File: config.mk
export PLATFORM = sky130hd
export DESIGN_NAME = opm_reg_top
export DESIGN_NICKNAME = d
export VERILOG_FILES = /design/src/rtl/opm_bus_pkg.sv /design/src/rtl/opm_voice_pkg.sv /design/src/rtl/opm_bus_sync.sv /design/src/rtl/opm_chreg_file.sv /design/src/rtl/opm_loreg_file.sv /design/src/rtl/opm_reg_top.sv /design/src/rtl/opm_status_port.sv
export VERILOG_INCLUDE_DIRS = /design/src /design/src/rtl
export SDC_FILE = /design/constraint.sdc
export NUM_CORES = 1
export LEC_CHECK = 0
export BUFFER_PORTS_ARGS = -buffer_cell sky130_fd_sc_hd__buf_2
export CAP_MARGIN = 10
export CELL_PAD_IN_SITES_DETAIL_PLACEMENT = 0
export CELL_PAD_IN_SITES_GLOBAL_PLACEMENT = 2
export CORE_ASPECT_RATIO = 1.75
export CORE_MARGIN = 4
export CORE_UTILIZATION = 39
export CTS_CLUSTER_DIAMETER = 200
export CTS_CLUSTER_SIZE = 25
export DETAILED_ROUTE_END_ITERATION = 12
export PLACE_DENSITY = 0.72
export REMOVE_ABC_BUFFERS = 1
export SLEW_MARGIN = 10
export SYNTH_ARGS = -nofsm -noshare
export SYNTH_HDL_FRONTEND = slang
export SYNTH_HIERARCHICAL = 1
export SYNTH_SLANG_ARGS = --single-unit
File: constraint.sdc
create_clock -name i_EMUCLK -period 1.9 [get_ports i_EMUCLK]
set_clock_uncertainty 0.1 [all_clocks]
set_input_delay 0.19 -clock i_EMUCLK [delete_from_list [all_inputs] [get_ports i_EMUCLK]]
set_output_delay 0.19 -clock i_EMUCLK [all_outputs]
set_load 0.02 [all_outputs]
File: src/rtl/opm_consts.svh
`ifndef OPM_CONSTS_SVH
`define OPM_CONSTS_SVH

//////////////////////////////////////////////////////////////////////
// channel store geometry
//////////////////////////////////////////////////////////////////////

`define OPM_NUM_CH          8
`define OPM_CH_BITS         3

// channel parameter window, 0x20..0x3F
`define OPM_ADDR_CH_LO      8'h20
`define OPM_ADDR_CH_HI      8'h3F

//////////////////////////////////////////////////////////////////////
// bus side
//////////////////////////////////////////////////////////////////////

`define OPM_SYNC_STAGES     2       // flops per bus input
`define OPM_BUSY_CYCLES     32      // write busy length in EMUCLK cycles

`endif

File: src/rtl/opm_bus_pkg.sv
package opm_bus_pkg;

    // one byte on the cpu data bus
    typedef logic [7:0] bus_byte_t;

    // strobe between the bus synchronizer and the register blocks
    typedef enum logic [1:0] {
        OP_NONE = 2'd0,
        OP_ADDR = 2'd1,     // a0 low
        OP_DATA = 2'd2      // a0 high
    } bus_op_e;

    // low registers still implemented
    typedef enum logic [7:0] {
        REG_NOISE     = 8'h0F,  // ne, nfrq
        REG_CLKA1     = 8'h10,  // timer a high bits
        REG_CLKA2     = 8'h11,  // timer a low bits
        REG_CLKB      = 8'h12,
        REG_TIMER_CTL = 8'h14,  // run, irq enable, flag reset
        REG_LFRQ      = 8'h18,
        REG_MOD_DEPTH = 8'h19,  // pmd or amd by bit 7
        REG_WAVE      = 8'h1B
    } lo_addr_e;

endpackage

File: src/rtl/opm_voice_pkg.sv
`include "opm_consts.svh"

package opm_voice_pkg;

    typedef logic [`OPM_CH_BITS-1:0] ch_idx_t;

    // address bits 4:3 inside the channel window
    typedef enum logic [1:0] {
        GRP_ROUTE   = 2'd0,     // 0x20: rl 7:6, fl 5:3, alg 2:0
        GRP_KC      = 2'd1,     // 0x28: kc 6:0
        GRP_KF      = 2'd2,     // 0x30: kf 7:2
        GRP_MODSENS = 2'd3      // 0x38: pms 6:4, ams 1:0
    } ch_group_e;

    //////////////////////////////////////////////////////////////////////
    // per channel fields
    //////////////////////////////////////////////////////////////////////

    typedef logic [6:0] kc_t;   // key code
    typedef logic [5:0] kf_t;   // key fraction
    typedef logic [2:0] alg_t;  // connection
    typedef logic [2:0] fl_t;   // feedback level
    typedef logic [1:0] rl_t;   // right/left enable
    typedef logic [2:0] pms_t;
    typedef logic [1:0] ams_t;

endpackage

File: src/rtl/opm_bus_sync.sv
`timescale 1ns/1ps
`include "opm_consts.svh"

module opm_bus_sync
    import opm_bus_pkg::*;
(
    input  logic      i_EMUCLK,
    input  logic      mrst_n,
    input  logic      i_cs_n,
    input  logic      i_wr_n,
    input  logic      i_a0,
    input  bus_byte_t i_d,
    output bus_op_e   o_op,
    output bus_byte_t o_byte
);

    localparam int STAGES = `OPM_SYNC_STAGES;

    logic [STAGES-1:0] cs_n_sync;
    logic [STAGES-1:0] wr_n_sync;
    logic [STAGES-1:0] a0_sync;
    bus_byte_t         d_sync [STAGES];

    logic      wr_act;      // cs and wr both low, synchronized
    logic      wr_act_d;
    logic      wr_start;
    logic      start_q;
    logic      start_a0;
    bus_byte_t start_byte;

    //////////////////////////////////////////////////////////////////////
    // input synchronizers
    //////////////////////////////////////////////////////////////////////

    always_ff @(posedge i_EMUCLK or negedge mrst_n) begin
        if (!mrst_n) begin
            cs_n_sync <= '1;    // bus idle
            wr_n_sync <= '1;
            a0_sync   <= '0;
        end else begin
            cs_n_sync <= {cs_n_sync[STAGES-2:0], i_cs_n};
            wr_n_sync <= {wr_n_sync[STAGES-2:0], i_wr_n};
            a0_sync   <= {a0_sync[STAGES-2:0], i_a0};
        end
    end

    always_ff @(posedge i_EMUCLK) begin
        d_sync[0] <= i_d;
        for (int i = 1; i < STAGES; i++) begin
            d_sync[i] <= d_sync[i-1];
        end
    end

    //////////////////////////////////////////////////////////////////////
    // write detect and strobe
    //////////////////////////////////////////////////////////////////////

    assign wr_act   = ~cs_n_sync[STAGES-1] & ~wr_n_sync[STAGES-1];
    assign wr_start = wr_act & ~wr_act_d;   // first cycle of the access only

    always_ff @(posedge i_EMUCLK or negedge mrst_n) begin
        if (!mrst_n) begin
            wr_act_d <= 1'b0;
            start_q  <= 1'b0;
            o_op     <= OP_NONE;
        end else begin
            wr_act_d <= wr_act;
            start_q  <= wr_start;
            if (start_q) begin
                o_op <= start_a0 ? OP_DATA : OP_ADDR;
            end else begin
                o_op <= OP_NONE;
            end
        end
    end

    // byte and a0 captured with the start, byte held until the next write
    always_ff @(posedge i_EMUCLK) begin
        if (wr_start) begin
            start_a0   <= a0_sync[STAGES-1];
            start_byte <= d_sync[STAGES-1];
        end
        if (start_q) begin
            o_byte <= start_byte;
        end
    end

    a_single_strobe: assert property (
        @(posedge i_EMUCLK) disable iff (!mrst_n)
        (o_op != OP_NONE) |=> (o_op == OP_NONE)
    );

endmodule

File: src/rtl/opm_chreg_file.sv
`timescale 1ns/1ps
`include "opm_consts.svh"

module opm_chreg_file
    import opm_bus_pkg::*, opm_voice_pkg::*;
(
    input  logic      i_EMUCLK,
    input  logic      mrst_n,
    input  bus_op_e   i_op,
    input  bus_byte_t i_byte,
    output ch_idx_t   o_ch,
    output kc_t       o_kc,
    output kf_t       o_kf,
    output alg_t      o_alg,
    output fl_t       o_fl,
    output rl_t       o_rl,
    output pms_t      o_pms,
    output ams_t      o_ams
);

    typedef struct packed {
        rl_t  rl;
        fl_t  fl;
        alg_t alg;
        kc_t  kc;
        kf_t  kf;
        pms_t pms;
        ams_t ams;
    } ch_rec_t;

    ch_group_e pend_grp;
    ch_idx_t   pend_ch;
    bus_byte_t pend_data;
    logic      addr_vld;
    logic      data_vld;
    logic      in_window;
    logic      ch_hit;

    ch_idx_t   slot_cnt;                    // channel of the leaving stage
    ch_rec_t   store [`OPM_NUM_CH];         // stage 0 enters, last stage leaves
    ch_rec_t   rec_in;

    //////////////////////////////////////////////////////////////////////
    // pending address / data
    //////////////////////////////////////////////////////////////////////

    assign in_window = (i_byte >= `OPM_ADDR_CH_LO) && (i_byte <= `OPM_ADDR_CH_HI);

    always_ff @(posedge i_EMUCLK or negedge mrst_n) begin
        if (!mrst_n) begin
            addr_vld <= 1'b0;
            data_vld <= 1'b0;
            slot_cnt <= '0;
        end else begin
            if (i_op == OP_ADDR) begin
                addr_vld <= in_window;
                data_vld <= 1'b0;   // old data never goes to a new address
            end else if ((i_op == OP_DATA) && addr_vld) begin
                data_vld <= 1'b1;
            end
            slot_cnt <= slot_cnt + 1'b1;
        end
    end

    always_ff @(posedge i_EMUCLK) begin
        if ((i_op == OP_ADDR) && in_window) begin
            pend_grp <= ch_group_e'(i_byte[4:3]);
            pend_ch  <= i_byte[`OPM_CH_BITS-1:0];
        end
        if ((i_op == OP_DATA) && addr_vld) begin
            pend_data <= i_byte;
        end
    end

    //////////////////////////////////////////////////////////////////////
    // circulating channel store
    //////////////////////////////////////////////////////////////////////

    // recirculating record belongs to channel slot_cnt
    assign ch_hit = data_vld && (slot_cnt == pend_ch);

    always_comb begin
        rec_in = store[`OPM_NUM_CH-1];
        if (ch_hit) begin
            case (pend_grp)
                GRP_ROUTE: begin
                    rec_in.rl  = pend_data[7:6];
                    rec_in.fl  = pend_data[5:3];
                    rec_in.alg = pend_data[2:0];
                end
                GRP_KC: rec_in.kc = pend_data[6:0];
                GRP_KF: rec_in.kf = pend_data[7:2];
                GRP_MODSENS: begin
                    rec_in.pms = pend_data[6:4];
                    rec_in.ams = pend_data[1:0];
                end
                default: ;
            endcase
        end
    end

    always_ff @(posedge i_EMUCLK or negedge mrst_n) begin
        if (!mrst_n) begin
            for (int i = 0; i < `OPM_NUM_CH; i++) begin
                store[i] <= '0;
            end
        end else begin
            store[0] <= rec_in;
            for (int i = 1; i < `OPM_NUM_CH; i++) begin
                store[i] <= store[i-1];
            end
        end
    end

    assign o_ch  = slot_cnt;
    assign o_kc  = store[`OPM_NUM_CH-1].kc;
    assign o_kf  = store[`OPM_NUM_CH-1].kf;
    assign o_alg = store[`OPM_NUM_CH-1].alg;
    assign o_fl  = store[`OPM_NUM_CH-1].fl;
    assign o_rl  = store[`OPM_NUM_CH-1].rl;
    assign o_pms = store[`OPM_NUM_CH-1].pms;
    assign o_ams = store[`OPM_NUM_CH-1].ams;    // no am enable gating

    a_ch_advance: assert property (
        @(posedge i_EMUCLK) disable iff (!mrst_n)
        1'b1 |=> (o_ch == ch_idx_t'($past(o_ch) + 1'b1))
    );

endmodule

File: src/rtl/opm_loreg_file.sv
`timescale 1ns/1ps

module opm_loreg_file
    import opm_bus_pkg::*;
(
    input  logic       i_EMUCLK,
    input  logic       mrst_n,
    input  bus_op_e    i_op,
    input  bus_byte_t  i_byte,
    output logic       o_ne,
    output logic [4:0] o_nfrq,
    output bus_byte_t  o_clka1,
    output logic [1:0] o_clka2,
    output bus_byte_t  o_clkb,
    output logic       o_timera_run,
    output logic       o_timerb_run,
    output logic       o_timera_irq_en,
    output logic       o_timerb_irq_en,
    output logic       o_timera_frst,
    output logic       o_timerb_frst,
    output bus_byte_t  o_lfrq,
    output logic       o_lfrq_update,
    output logic [6:0] o_pmd,
    output logic [6:0] o_amd,
    output logic [1:0] o_w
);

    lo_addr_e sel_addr;     // last selected low register
    logic     sel_vld;
    logic     addr_known;
    logic     data_wr;

    //////////////////////////////////////////////////////////////////////
    // address select
    //////////////////////////////////////////////////////////////////////

    always_comb begin
        case (i_byte)
            REG_NOISE, REG_CLKA1, REG_CLKA2, REG_CLKB,
            REG_TIMER_CTL, REG_LFRQ, REG_MOD_DEPTH, REG_WAVE: addr_known = 1'b1;
            default: addr_known = 1'b0;     // 0x08, 0x01, hi regs etc
        endcase
    end

    always_ff @(posedge i_EMUCLK or negedge mrst_n) begin
        if (!mrst_n) begin
            sel_vld  <= 1'b0;
            sel_addr <= REG_NOISE;
        end else if (i_op == OP_ADDR) begin
            sel_vld  <= addr_known;
            sel_addr <= lo_addr_e'(i_byte);
        end
    end

    assign data_wr = (i_op == OP_DATA) && sel_vld;

    //////////////////////////////////////////////////////////////////////
    // register fields
    //////////////////////////////////////////////////////////////////////

    always_ff @(posedge i_EMUCLK or negedge mrst_n) begin
        if (!mrst_n) begin
            o_ne            <= 1'b0;
            o_nfrq          <= '0;
            o_clka1         <= '0;
            o_clka2         <= '0;
            o_clkb          <= '0;
            o_timera_run    <= 1'b0;
            o_timerb_run    <= 1'b0;
            o_timera_irq_en <= 1'b0;
            o_timerb_irq_en <= 1'b0;
            o_timera_frst   <= 1'b1;    // flags held clear during reset
            o_timerb_frst   <= 1'b1;
            o_lfrq          <= '0;
            o_lfrq_update   <= 1'b0;
            o_pmd           <= '0;
            o_amd           <= '0;
            o_w             <= '0;
        end else begin
            o_timera_frst <= 1'b0;      // pulses
            o_timerb_frst <= 1'b0;
            o_lfrq_update <= 1'b0;
            if (data_wr) begin
                case (sel_addr)
                    REG_NOISE: begin
                        o_ne   <= i_byte[7];
                        o_nfrq <= i_byte[4:0];
                    end
                    REG_CLKA1: o_clka1 <= i_byte;
                    REG_CLKA2: o_clka2 <= i_byte[1:0];
                    REG_CLKB:  o_clkb  <= i_byte;
                    REG_TIMER_CTL: begin
                        o_timera_run    <= i_byte[0];
                        o_timerb_run    <= i_byte[1];
                        o_timera_irq_en <= i_byte[2];
                        o_timerb_irq_en <= i_byte[3];
                        o_timera_frst   <= i_byte[4];
                        o_timerb_frst   <= i_byte[5];
                    end
                    REG_LFRQ: begin
                        o_lfrq        <= i_byte;
                        o_lfrq_update <= 1'b1;  // lfo restarts its period
                    end
                    REG_MOD_DEPTH: begin
                        if (i_byte[7]) o_pmd <= i_byte[6:0];
                        else           o_amd <= i_byte[6:0];
                    end
                    REG_WAVE: o_w <= i_byte[1:0];
                    default: ;
                endcase
            end
        end
    end

    a_frst_from_data: assert property (
        @(posedge i_EMUCLK) disable iff (!mrst_n)
        ($rose(o_timera_frst) || $rose(o_timerb_frst)) |-> ($past(i_op) == OP_DATA)
    );

endmodule

File: src/rtl/opm_reg_top.sv
`timescale 1ns/1ps

module opm_reg_top
    import opm_bus_pkg::*, opm_voice_pkg::*;
(
    input  logic       i_EMUCLK,
    input  logic       mrst_n,
    // cpu bus
    input  logic       i_cs_n,
    input  logic       i_wr_n,
    input  logic       i_rd_n,
    input  logic       i_a0,
    input  bus_byte_t  i_d,
    output bus_byte_t  o_d,
    output logic       o_d_oe,
    // timer flags back from the timers
    input  logic       i_timera_flag,
    input  logic       i_timerb_flag,
    // low registers
    output logic       o_ne,
    output logic [4:0] o_nfrq,
    output bus_byte_t  o_clka1,
    output logic [1:0] o_clka2,
    output bus_byte_t  o_clkb,
    output logic       o_timera_run,
    output logic       o_timerb_run,
    output logic       o_timera_irq_en,
    output logic       o_timerb_irq_en,
    output logic       o_timera_frst,
    output logic       o_timerb_frst,
    output bus_byte_t  o_lfrq,
    output logic       o_lfrq_update,
    output logic [6:0] o_pmd,
    output logic [6:0] o_amd,
    output logic [1:0] o_w,
    // channel parameters, one channel per cycle
    output ch_idx_t    o_ch,
    output kc_t        o_kc,
    output kf_t        o_kf,
    output alg_t       o_alg,
    output fl_t        o_fl,
    output rl_t        o_rl,
    output pms_t       o_pms,
    output ams_t       o_ams
);

    bus_op_e   bus_op;
    bus_byte_t bus_byte;

    opm_bus_sync i_bus_sync (
        .i_EMUCLK (i_EMUCLK),
        .mrst_n   (mrst_n),
        .i_cs_n   (i_cs_n),
        .i_wr_n   (i_wr_n),
        .i_a0     (i_a0),
        .i_d      (i_d),
        .o_op     (bus_op),
        .o_byte   (bus_byte)
    );

    opm_loreg_file i_loreg_file (
        .i_EMUCLK        (i_EMUCLK),
        .mrst_n          (mrst_n),
        .i_op            (bus_op),
        .i_byte          (bus_byte),
        .o_ne            (o_ne),
        .o_nfrq          (o_nfrq),
        .o_clka1         (o_clka1),
        .o_clka2         (o_clka2),
        .o_clkb          (o_clkb),
        .o_timera_run    (o_timera_run),
        .o_timerb_run    (o_timerb_run),
        .o_timera_irq_en (o_timera_irq_en),
        .o_timerb_irq_en (o_timerb_irq_en),
        .o_timera_frst   (o_timera_frst),
        .o_timerb_frst   (o_timerb_frst),
        .o_lfrq          (o_lfrq),
        .o_lfrq_update   (o_lfrq_update),
        .o_pmd           (o_pmd),
        .o_amd           (o_amd),
        .o_w             (o_w)
    );

    opm_chreg_file i_chreg_file (
        .i_EMUCLK (i_EMUCLK),
        .mrst_n   (mrst_n),
        .i_op     (bus_op),
        .i_byte   (bus_byte),
        .o_ch     (o_ch),
        .o_kc     (o_kc),
        .o_kf     (o_kf),
        .o_alg    (o_alg),
        .o_fl     (o_fl),
        .o_rl     (o_rl),
        .o_pms    (o_pms),
        .o_ams    (o_ams)
    );

    opm_status_port i_status_port (
        .i_EMUCLK      (i_EMUCLK),
        .mrst_n        (mrst_n),
        .i_op          (bus_op),
        .i_cs_n        (i_cs_n),
        .i_rd_n        (i_rd_n),
        .i_a0          (i_a0),
        .i_timera_flag (i_timera_flag),
        .i_timerb_flag (i_timerb_flag),
        .o_d           (o_d),
        .o_d_oe        (o_d_oe)
    );

endmodule

File: src/rtl/opm_status_port.sv
`timescale 1ns/1ps
`include "opm_consts.svh"

module opm_status_port
    import opm_bus_pkg::*;
(
    input  logic      i_EMUCLK,
    input  logic      mrst_n,
    input  bus_op_e   i_op,
    input  logic      i_cs_n,
    input  logic      i_rd_n,
    input  logic      i_a0,
    input  logic      i_timera_flag,
    input  logic      i_timerb_flag,
    output bus_byte_t o_d,
    output logic      o_d_oe
);

    localparam int BUSY_W = $clog2(`OPM_BUSY_CYCLES + 1);

    logic [BUSY_W-1:0] busy_cnt;
    logic              write_busy;

    // every data write restarts the busy window
    always_ff @(posedge i_EMUCLK or negedge mrst_n) begin
        if (!mrst_n) begin
            busy_cnt <= '0;
        end else if (i_op == OP_DATA) begin
            busy_cnt <= BUSY_W'(`OPM_BUSY_CYCLES);
        end else if (write_busy) begin
            busy_cnt <= busy_cnt - 1'b1;
        end
    end

    assign write_busy = (busy_cnt != '0);

    assign o_d    = {write_busy, 5'b00000, i_timerb_flag, i_timera_flag};
    assign o_d_oe = ~i_cs_n & ~i_rd_n & ~i_a0 & mrst_n;    // status read only at a0 low

    a_busy_bound: assert property (
        @(posedge i_EMUCLK) disable iff (!mrst_n)
        busy_cnt <= BUSY_W'(`OPM_BUSY_CYCLES)
    );

endmodule

=== After elaboration in Yosys (flattened, before gate mapping) ===
Memory sizes are Yosys's and may differ from the RTL's. A register that Yosys moved wholly into a read port is not among the register bits.
Index checks and enable logic that the tools add are counted.

* Output and inout bits: 93
* Memories kept: 2
* Latch bits: 0
* Bits in read-only memories: 32
* Flip-flop bits (word level): 315
* Logic and storage cells: 159
* Memory bits (writable): 16
* Input port bits: 16

* Multiply operators: 0
* Add/sub/neg operators: 2
* Equality and inequality tests: 14
* Bitwise gates (word level): 12
* Muxes and demuxes: 19
* Reductions and logical operators: 19
* Shifts and indexed selects: 0
* Order comparisons: 2
* Divide/modulo/power cells: 0

{| class="wikitable"
|+ Memory list
! memory !! words !! bits a word !! read ports !! clocked after Yosys merged registers in !! wr ports !! RTL line !! RTL
|-
| (name not given) || 32 || 1 || 1 || 1 || 0 || opm_loreg_file.sv:38 || <nowiki>case (i_byte)</nowiki>
|-
| i_bus_sync.d_sync || 2 || 8 || 2 || 1 || 2 || opm_bus_sync.sv:22 || <nowiki>bus_byte_t d_sync [STAGES];</nowiki>
|}

{| class="wikitable"
|+ Operators with widths
! operator !! number
|-
| == test 8 x 5 -> 1 bit, second input constant || 7
|-
| two-way mux 26 bit || 1
|-
| two-way mux 6 bit || 3
|-
| AND reduction 2 bit || 7
|-
| two-way mux 5 bit || 2
|-
| two-way mux 1 bit || 9
|-
| == test 8 x 4 -> 1 bit, second input constant || 1
|-
| greater-or-equal comparator 8 x 6 -> 1 bit, second input constant || 1
|-
| less-or-equal comparator 8 x 6 -> 1 bit, second input constant || 1
|-
| two-way mux 8 bit || 1
|-
| two-way mux 7 bit || 1
|-
| inverter 1 bit || 7
|-
| == test 2 bit, second input constant || 3
|-
| AND reduction 3 bit || 2
|-
| nonzero test 6 bit || 1
|-
| subtractor 6 x 1 -> 6 bit, second input constant || 1
|-
| AND 1 bit || 5
|-
| logical AND 1 bit || 5
|-
| == test 2 x 1 -> 1 bit, second input constant || 2
|-
| two-way mux 2 bit || 2
|-
| nonzero test 2 bit || 2
|-
| adder 3 x 1 -> 3 bit, second input constant || 1
|-
| == test 3 bit || 1
|-
| logical NOT 3 bit || 1
|-
| logical NOT 2 bit || 1
|}

=== Logic depth before layout (Yosys ltp) ===
* Word-level depth: 4
* Gate-level depth with buffers: 6

=== Cells and area by module ===
The synthesis kept the hierarchy.

{| class="wikitable"
|+ By module, submodules not included
! module !! cells each !! area each (um^2) !! sequential area each (um^2) !! instances
|-
| opm_chreg_file || 299 || 6438.7 || 5720.5 || 1
|-
| opm_loreg_file || 165 || 2577.5 || 1609.0 || 1
|-
| opm_bus_sync || 47 || 1111.1 || 1086.0 || 1
|-
| opm_status_port || 47 || 417.9 || 150.1 || 1
|}

=== Least setup slack after synthesis ===
Ideal clock, no wire load.

* Path type: reg-to-reg
* From: register i_chreg_file.slot_cnt[2] (netlist: i_chreg_file/o_ch[2])
* To: register i_chreg_file/store[200] in the netlist's numbering
* Required time: 1.675 ns
* Setup time: 0.125 ns
* Cell stages (with the launch flop): 5
* Period minus slack after synthesis: 1.953 ns
* Path slack: -0.053 ns
* Data arrival time: 1.727 ns
* Path buffers: 1
* Path through: dfrtp_1 -> xor2_2 -> or4_1 -> buf_6 -> mux2_4

{| class="wikitable"
|+ RTL lines
! what !! RTL line !! RTL
|-
| start: declaration || opm_chreg_file.sv:39 || <nowiki>ch_idx_t slot_cnt;</nowiki>
|-
| start signal: assignment || opm_chreg_file.sv:61 || <nowiki>slot_cnt <= slot_cnt + 1'b1;</nowiki>
|-
| end signal: indexed assignment || opm_chreg_file.sv:110 || <nowiki>store[i] <= store[i-1];</nowiki>
|-
| end: declaration || opm_chreg_file.sv:40 || <nowiki>ch_rec_t store [`OPM_NUM_CH];</nowiki>
|}

=== Final worst setup path ===
* From: register i_status_port.busy_cnt[1]
* To: output port o_d[7]

* Word-level cells in the longest chain between the ends: 1

{| class="wikitable"
|+ RTL lines
! what !! RTL line !! RTL
|-
| start: declaration || opm_status_port.sv:21 || <nowiki>logic [BUSY_W-1:0] busy_cnt;</nowiki>
|-
| start signal: assignment || opm_status_port.sv:29 || <nowiki>busy_cnt <= BUSY_W'(`OPM_BUSY_CYCLES);</nowiki>
|-
| start signal: assignment || opm_status_port.sv:31 || <nowiki>busy_cnt <= busy_cnt - 1'b1;</nowiki>
|-
| nonzero test 6 bit || opm_status_port.sv:35 || <nowiki>assign write_busy = (busy_cnt != '0);</nowiki>
|-
| end: declaration || opm_reg_top.sv:14 || <nowiki>output bus_byte_t o_d,</nowiki>
|}

No other way between the ends.

==> results.md <==
- Multi-input logic area: 1785 um^2
- CTS tree: built
- Io pins: 109
- Largest net degree at the start of global routing: 143
- First drt pass iteration count: 4
- Violated checks: negative setup slack
- Number of global-route vias before repair: 5293
- CTS clock-pin slew for the worst setup and hold paths: 0.10 ns
- Top cell type's share of synthesized area: 0.6716
- RePlAce Congestion: 0.8075
- H-Tree Depth: 1
- Placed cell areas: 11450 um^2
- Final Critical Period: 2.150 ns
- Critical path class: register to primary output
- Starting DRT DRC Count: 281
- Clk sinks: 339
- Combinational share of power: 0.069
- RSZ-0062 raised after global routing: true
- Overall Power: 12.31 mW
- Worst slew margin: 0.5329
- Worst-path maximum fanout: 2
- Mapped Cells: 558
- Max layer used: met4
- FF/Latch Area: 8566 um^2
- Sequential share of power: 0.620
- Synth top area cells: dfrtp_1 67%, edfxtp_1 8.5%, mux2_2 8.2%
- Switching Share: 0.2214
- Count of final hold-check violations: 0
- Wirelength per Cell: 18.53 um
- First-pass GRT wire length: 30230 um
- Metal2 WL: 10450 um
- Die X: 132.3 um
- Max-cap viol count: 0
- Initial core utilization: 0.3966
- Post-Syn Area per Cell: 18.90 um^2
- Achievable Freq: 465.2 MHz
- Via Count: 4816
- EDFF count, synth: 30
- P_sw: 2.727 mW
- Slew of the pin with the lowest slew margin: 0.7006 ns
- Die ar.: 29840 um^2
- # fillers: 2223
- Critical path startpoint category: register
- Metal3 WL: 670 um
- Drc violations: 0
- Area growth, synth to finish: 16.85%
- Synth async-reset ratio: 0.8643
- Routed vias/inst: 4.671
- Antenna fix cells: 0
- Num rows: 79
- Register area share after synthesis: 0.8123
- Syn. warnings: 6
- Pleak: 6.326 nW
- Finished Cell Area: 12320 um^2
- I/O Buffers: 99
- TritonCTS buffer count: 17
- Routed Antenna Nets: 0
- Met1 wire length: 7472 um
- Arrival time worst endpoint: 1.86 ns
- Req. time, crit path: 1.61 ns
- Fin crit share: 1.131
- DP Worst Slack: -0.05068 ns
- Drt total wl: 19110 um
- Max VDD drop: 0.0008416 V
- Pwr Density: 999.3 nW/um^2
- Root buffer cell: clkbuf_16
- Synth area leader: dfrtp_1
- Clock group share of total power: 0.311
- Netlist cell types: 56
- Vert. Die Dim: 225.5 um
- Share of cells above drive strength 1: 0.4003
- Pint: 9.586 mW
- Status: finished with violations
- PnR worst setup slack: -0.2498 ns
- Final-stage net count: 716
- Worst skew pair latency: 0.50 ns
- Slew Limit Fails: 0
- Setup_tns: -0.2498 ns
- Worst min-delay path category: input port to asynchronous set/reset pin
- Synth Flop Type: dfrtp_1
- Mapped Area: 10550 um^2
- Flops & latches, synth: 339
- Final setup fails: 1
- Initial antenna violation count: 0
- DPL Wire Length: 12700 um
- CP endpoint kind: primary output
- Total gr overflow: 0
- GR Util All Layers: 0.1294
- Longest Clk Path Bufs: 3
- Core Area: 26590 um^2
-- power groups by stage --
stage / Sequential, mW / Combinational [mW] / Clock (mW)
floorplan: 7.76 / 0.308 / 0
global placement: 7.76 / 0.565 / 0
detailed placement: 7.79 / 0.624 / 0
CTS: 7.63 / 0.800 / 4.02
global route: 7.66 / 0.955 / 4.31
finish: 7.63 / 0.846 / 3.83
-- logic make-up after synthesis --
group | Yosys count | synth area share
multiplexers | 86 | 0.09468
adder cells (fa/ha/maj) | 3 | 0.003560
buffers and inverters | 50 | 0.03132
other | 1 | 0.0003556
AND/OR/NAND/NOR | 57 | 0.04212
AO/OA/AOI/OAI | 17 | 0.01080
XOR/XNOR | 5 | 0.004865
flip-flops | 339 | 0.8123
-- Yosys cell counts (4+ instances only) --
cell type  count
inv_1          6
nand2_1        5
clkbuf_1       5
mux2_2        77
o21ai_0        5
nor2_1         5
edfxtp_1      30
xor2_1         4
buf_4         35
mux2_4         8
dfstp_2       10
nor2b_1        7
dfxtp_1       16
dfrtp_1      283
-- area by class of cell --
| cell class | count | share of cell area |
|---|---|---|
| sequential | 339 | 0.6952 |
| multi-input combinational | 173 | 0.1449 |
| timing repair buffer | 160 | 0.08601 |
| clock buffer | 28 | 0.03788 |
| inverter | 6 | 0.001828 |
| tap | 324 | 0.03290 |
| clock inverter | 1 | 0.001320 |
-- what timing repair did --
item	CTS	global route
endpoints found under the hold margin	298	0
setup endpoints to repair	29	52
gates cloned	0	0
hold buffers	12	0
resized for setup	12	26
setup buffers	10	7
pin swaps	4	5
-- layer usage --
| metal | global-route usage | up-vias |
|---|---|---|
| met5 | 0 | - |
| met4 | 0.04295 | 0 |
| met3 | 0.02011 | 33 |
| met2 | 0.2365 | 96 |
| met1 | 0.1568 | 2559 |
| li1 | - | 2128 |
-- critical path: stages (launching register included) --
cell	delay, ns
dfrtp_1	0.41
inv_2	0.09
ha_4	0.13
or3b_4	0.37
or2_4	0.24
buf_6	0.13
-- worst paths after layout --
| kind | startpoint | endpoint | slack [ns] | cells after the start |
|---|---|---|---|---|
| min in group i_EMUCLK | i_d[7] | i_bus_sync/d_sync[0][7] | 0.23 | 2 |
| max in group asynchronous | mrst_n | i_loreg_file/o_clkb[5] | 0.83 | 3 |
| hold reg to reg | i_bus_sync/d_sync[0][1] | i_bus_sync/d_sync[1][1] | 0.23 | 0 |
| setup / recovery | i_status_port/busy_cnt[1] | o_d[7] | -0.25 | 5 |
| setup reg to reg | i_chreg_file/pend_grp[0] | i_chreg_file/store[205] | 0 | 3 |
| hold / removal | mrst_n | i_loreg_file/sel_addr[6] | 0.23 | 3 |
-- registers in the layout, summed over array words and instances, names as in the netlist, 5 cells and up --
| name | cells |
|---|---|
| i_loreg_file/o_nfrq | 5 |
| i_status_port/busy_cnt | 6 |
| i_chreg_file/pend_data | 8 |
| i_chreg_file/o_kf | 6 |
| i_loreg_file/sel_addr | 8 |
| i_loreg_file/o_amd | 7 |
| i_loreg_file/o_pmd | 7 |
| i_bus_sync/o_byte | 8 |
| i_loreg_file/o_lfrq | 8 |
| i_bus_sync/d_sync | 16 |
| i_chreg_file/store | 182 |
| i_loreg_file/o_clka1 | 8 |
| i_chreg_file/o_kc | 7 |
| i_loreg_file/o_clkb | 8 |
| i_bus_sync/start_byte | 8 |
-- placed cells by master, fill, tap and decap left out, types with 4 or more instances in the layout --
| cell | count |
|---|---|
| buf_2 | 97 |
| buf_4 | 41 |
| buf_6 | 5 |
| clkbuf_1 | 11 |
| clkbuf_16 | 17 |
| conb_1 | 5 |
| dfrtp_1 | 283 |
| dfstp_2 | 10 |
| dfxtp_1 | 16 |
| dlygate4sd3_1 | 12 |
| edfxtp_1 | 30 |
| inv_1 | 4 |
| mux2_2 | 63 |
| mux2_4 | 22 |
| nand2_1 | 5 |
| nor2_1 | 5 |
| nor2b_1 | 7 |
| o21ai_0 | 5 |
| xor2_1 | 4 |
-- per-stage QoR --
| stage | utilization | hold WS (ns) | std cells |
|---|---|---|---|
| floorplan | - | -0.2056 | 518 |
| global placement | 0.4306 | 0.1609 | 974 |
| detailed placement | 0.4306 | 0.1682 | 974 |
| CTS | 0.4576 | 0.2031 | 1025 |
| global route | 0.4634 | 0.2062 | 1031 |
| finish | 0.4634 | 0.2252 | 1031 |
No activity file was read; power rests on OpenSTA's default activity.
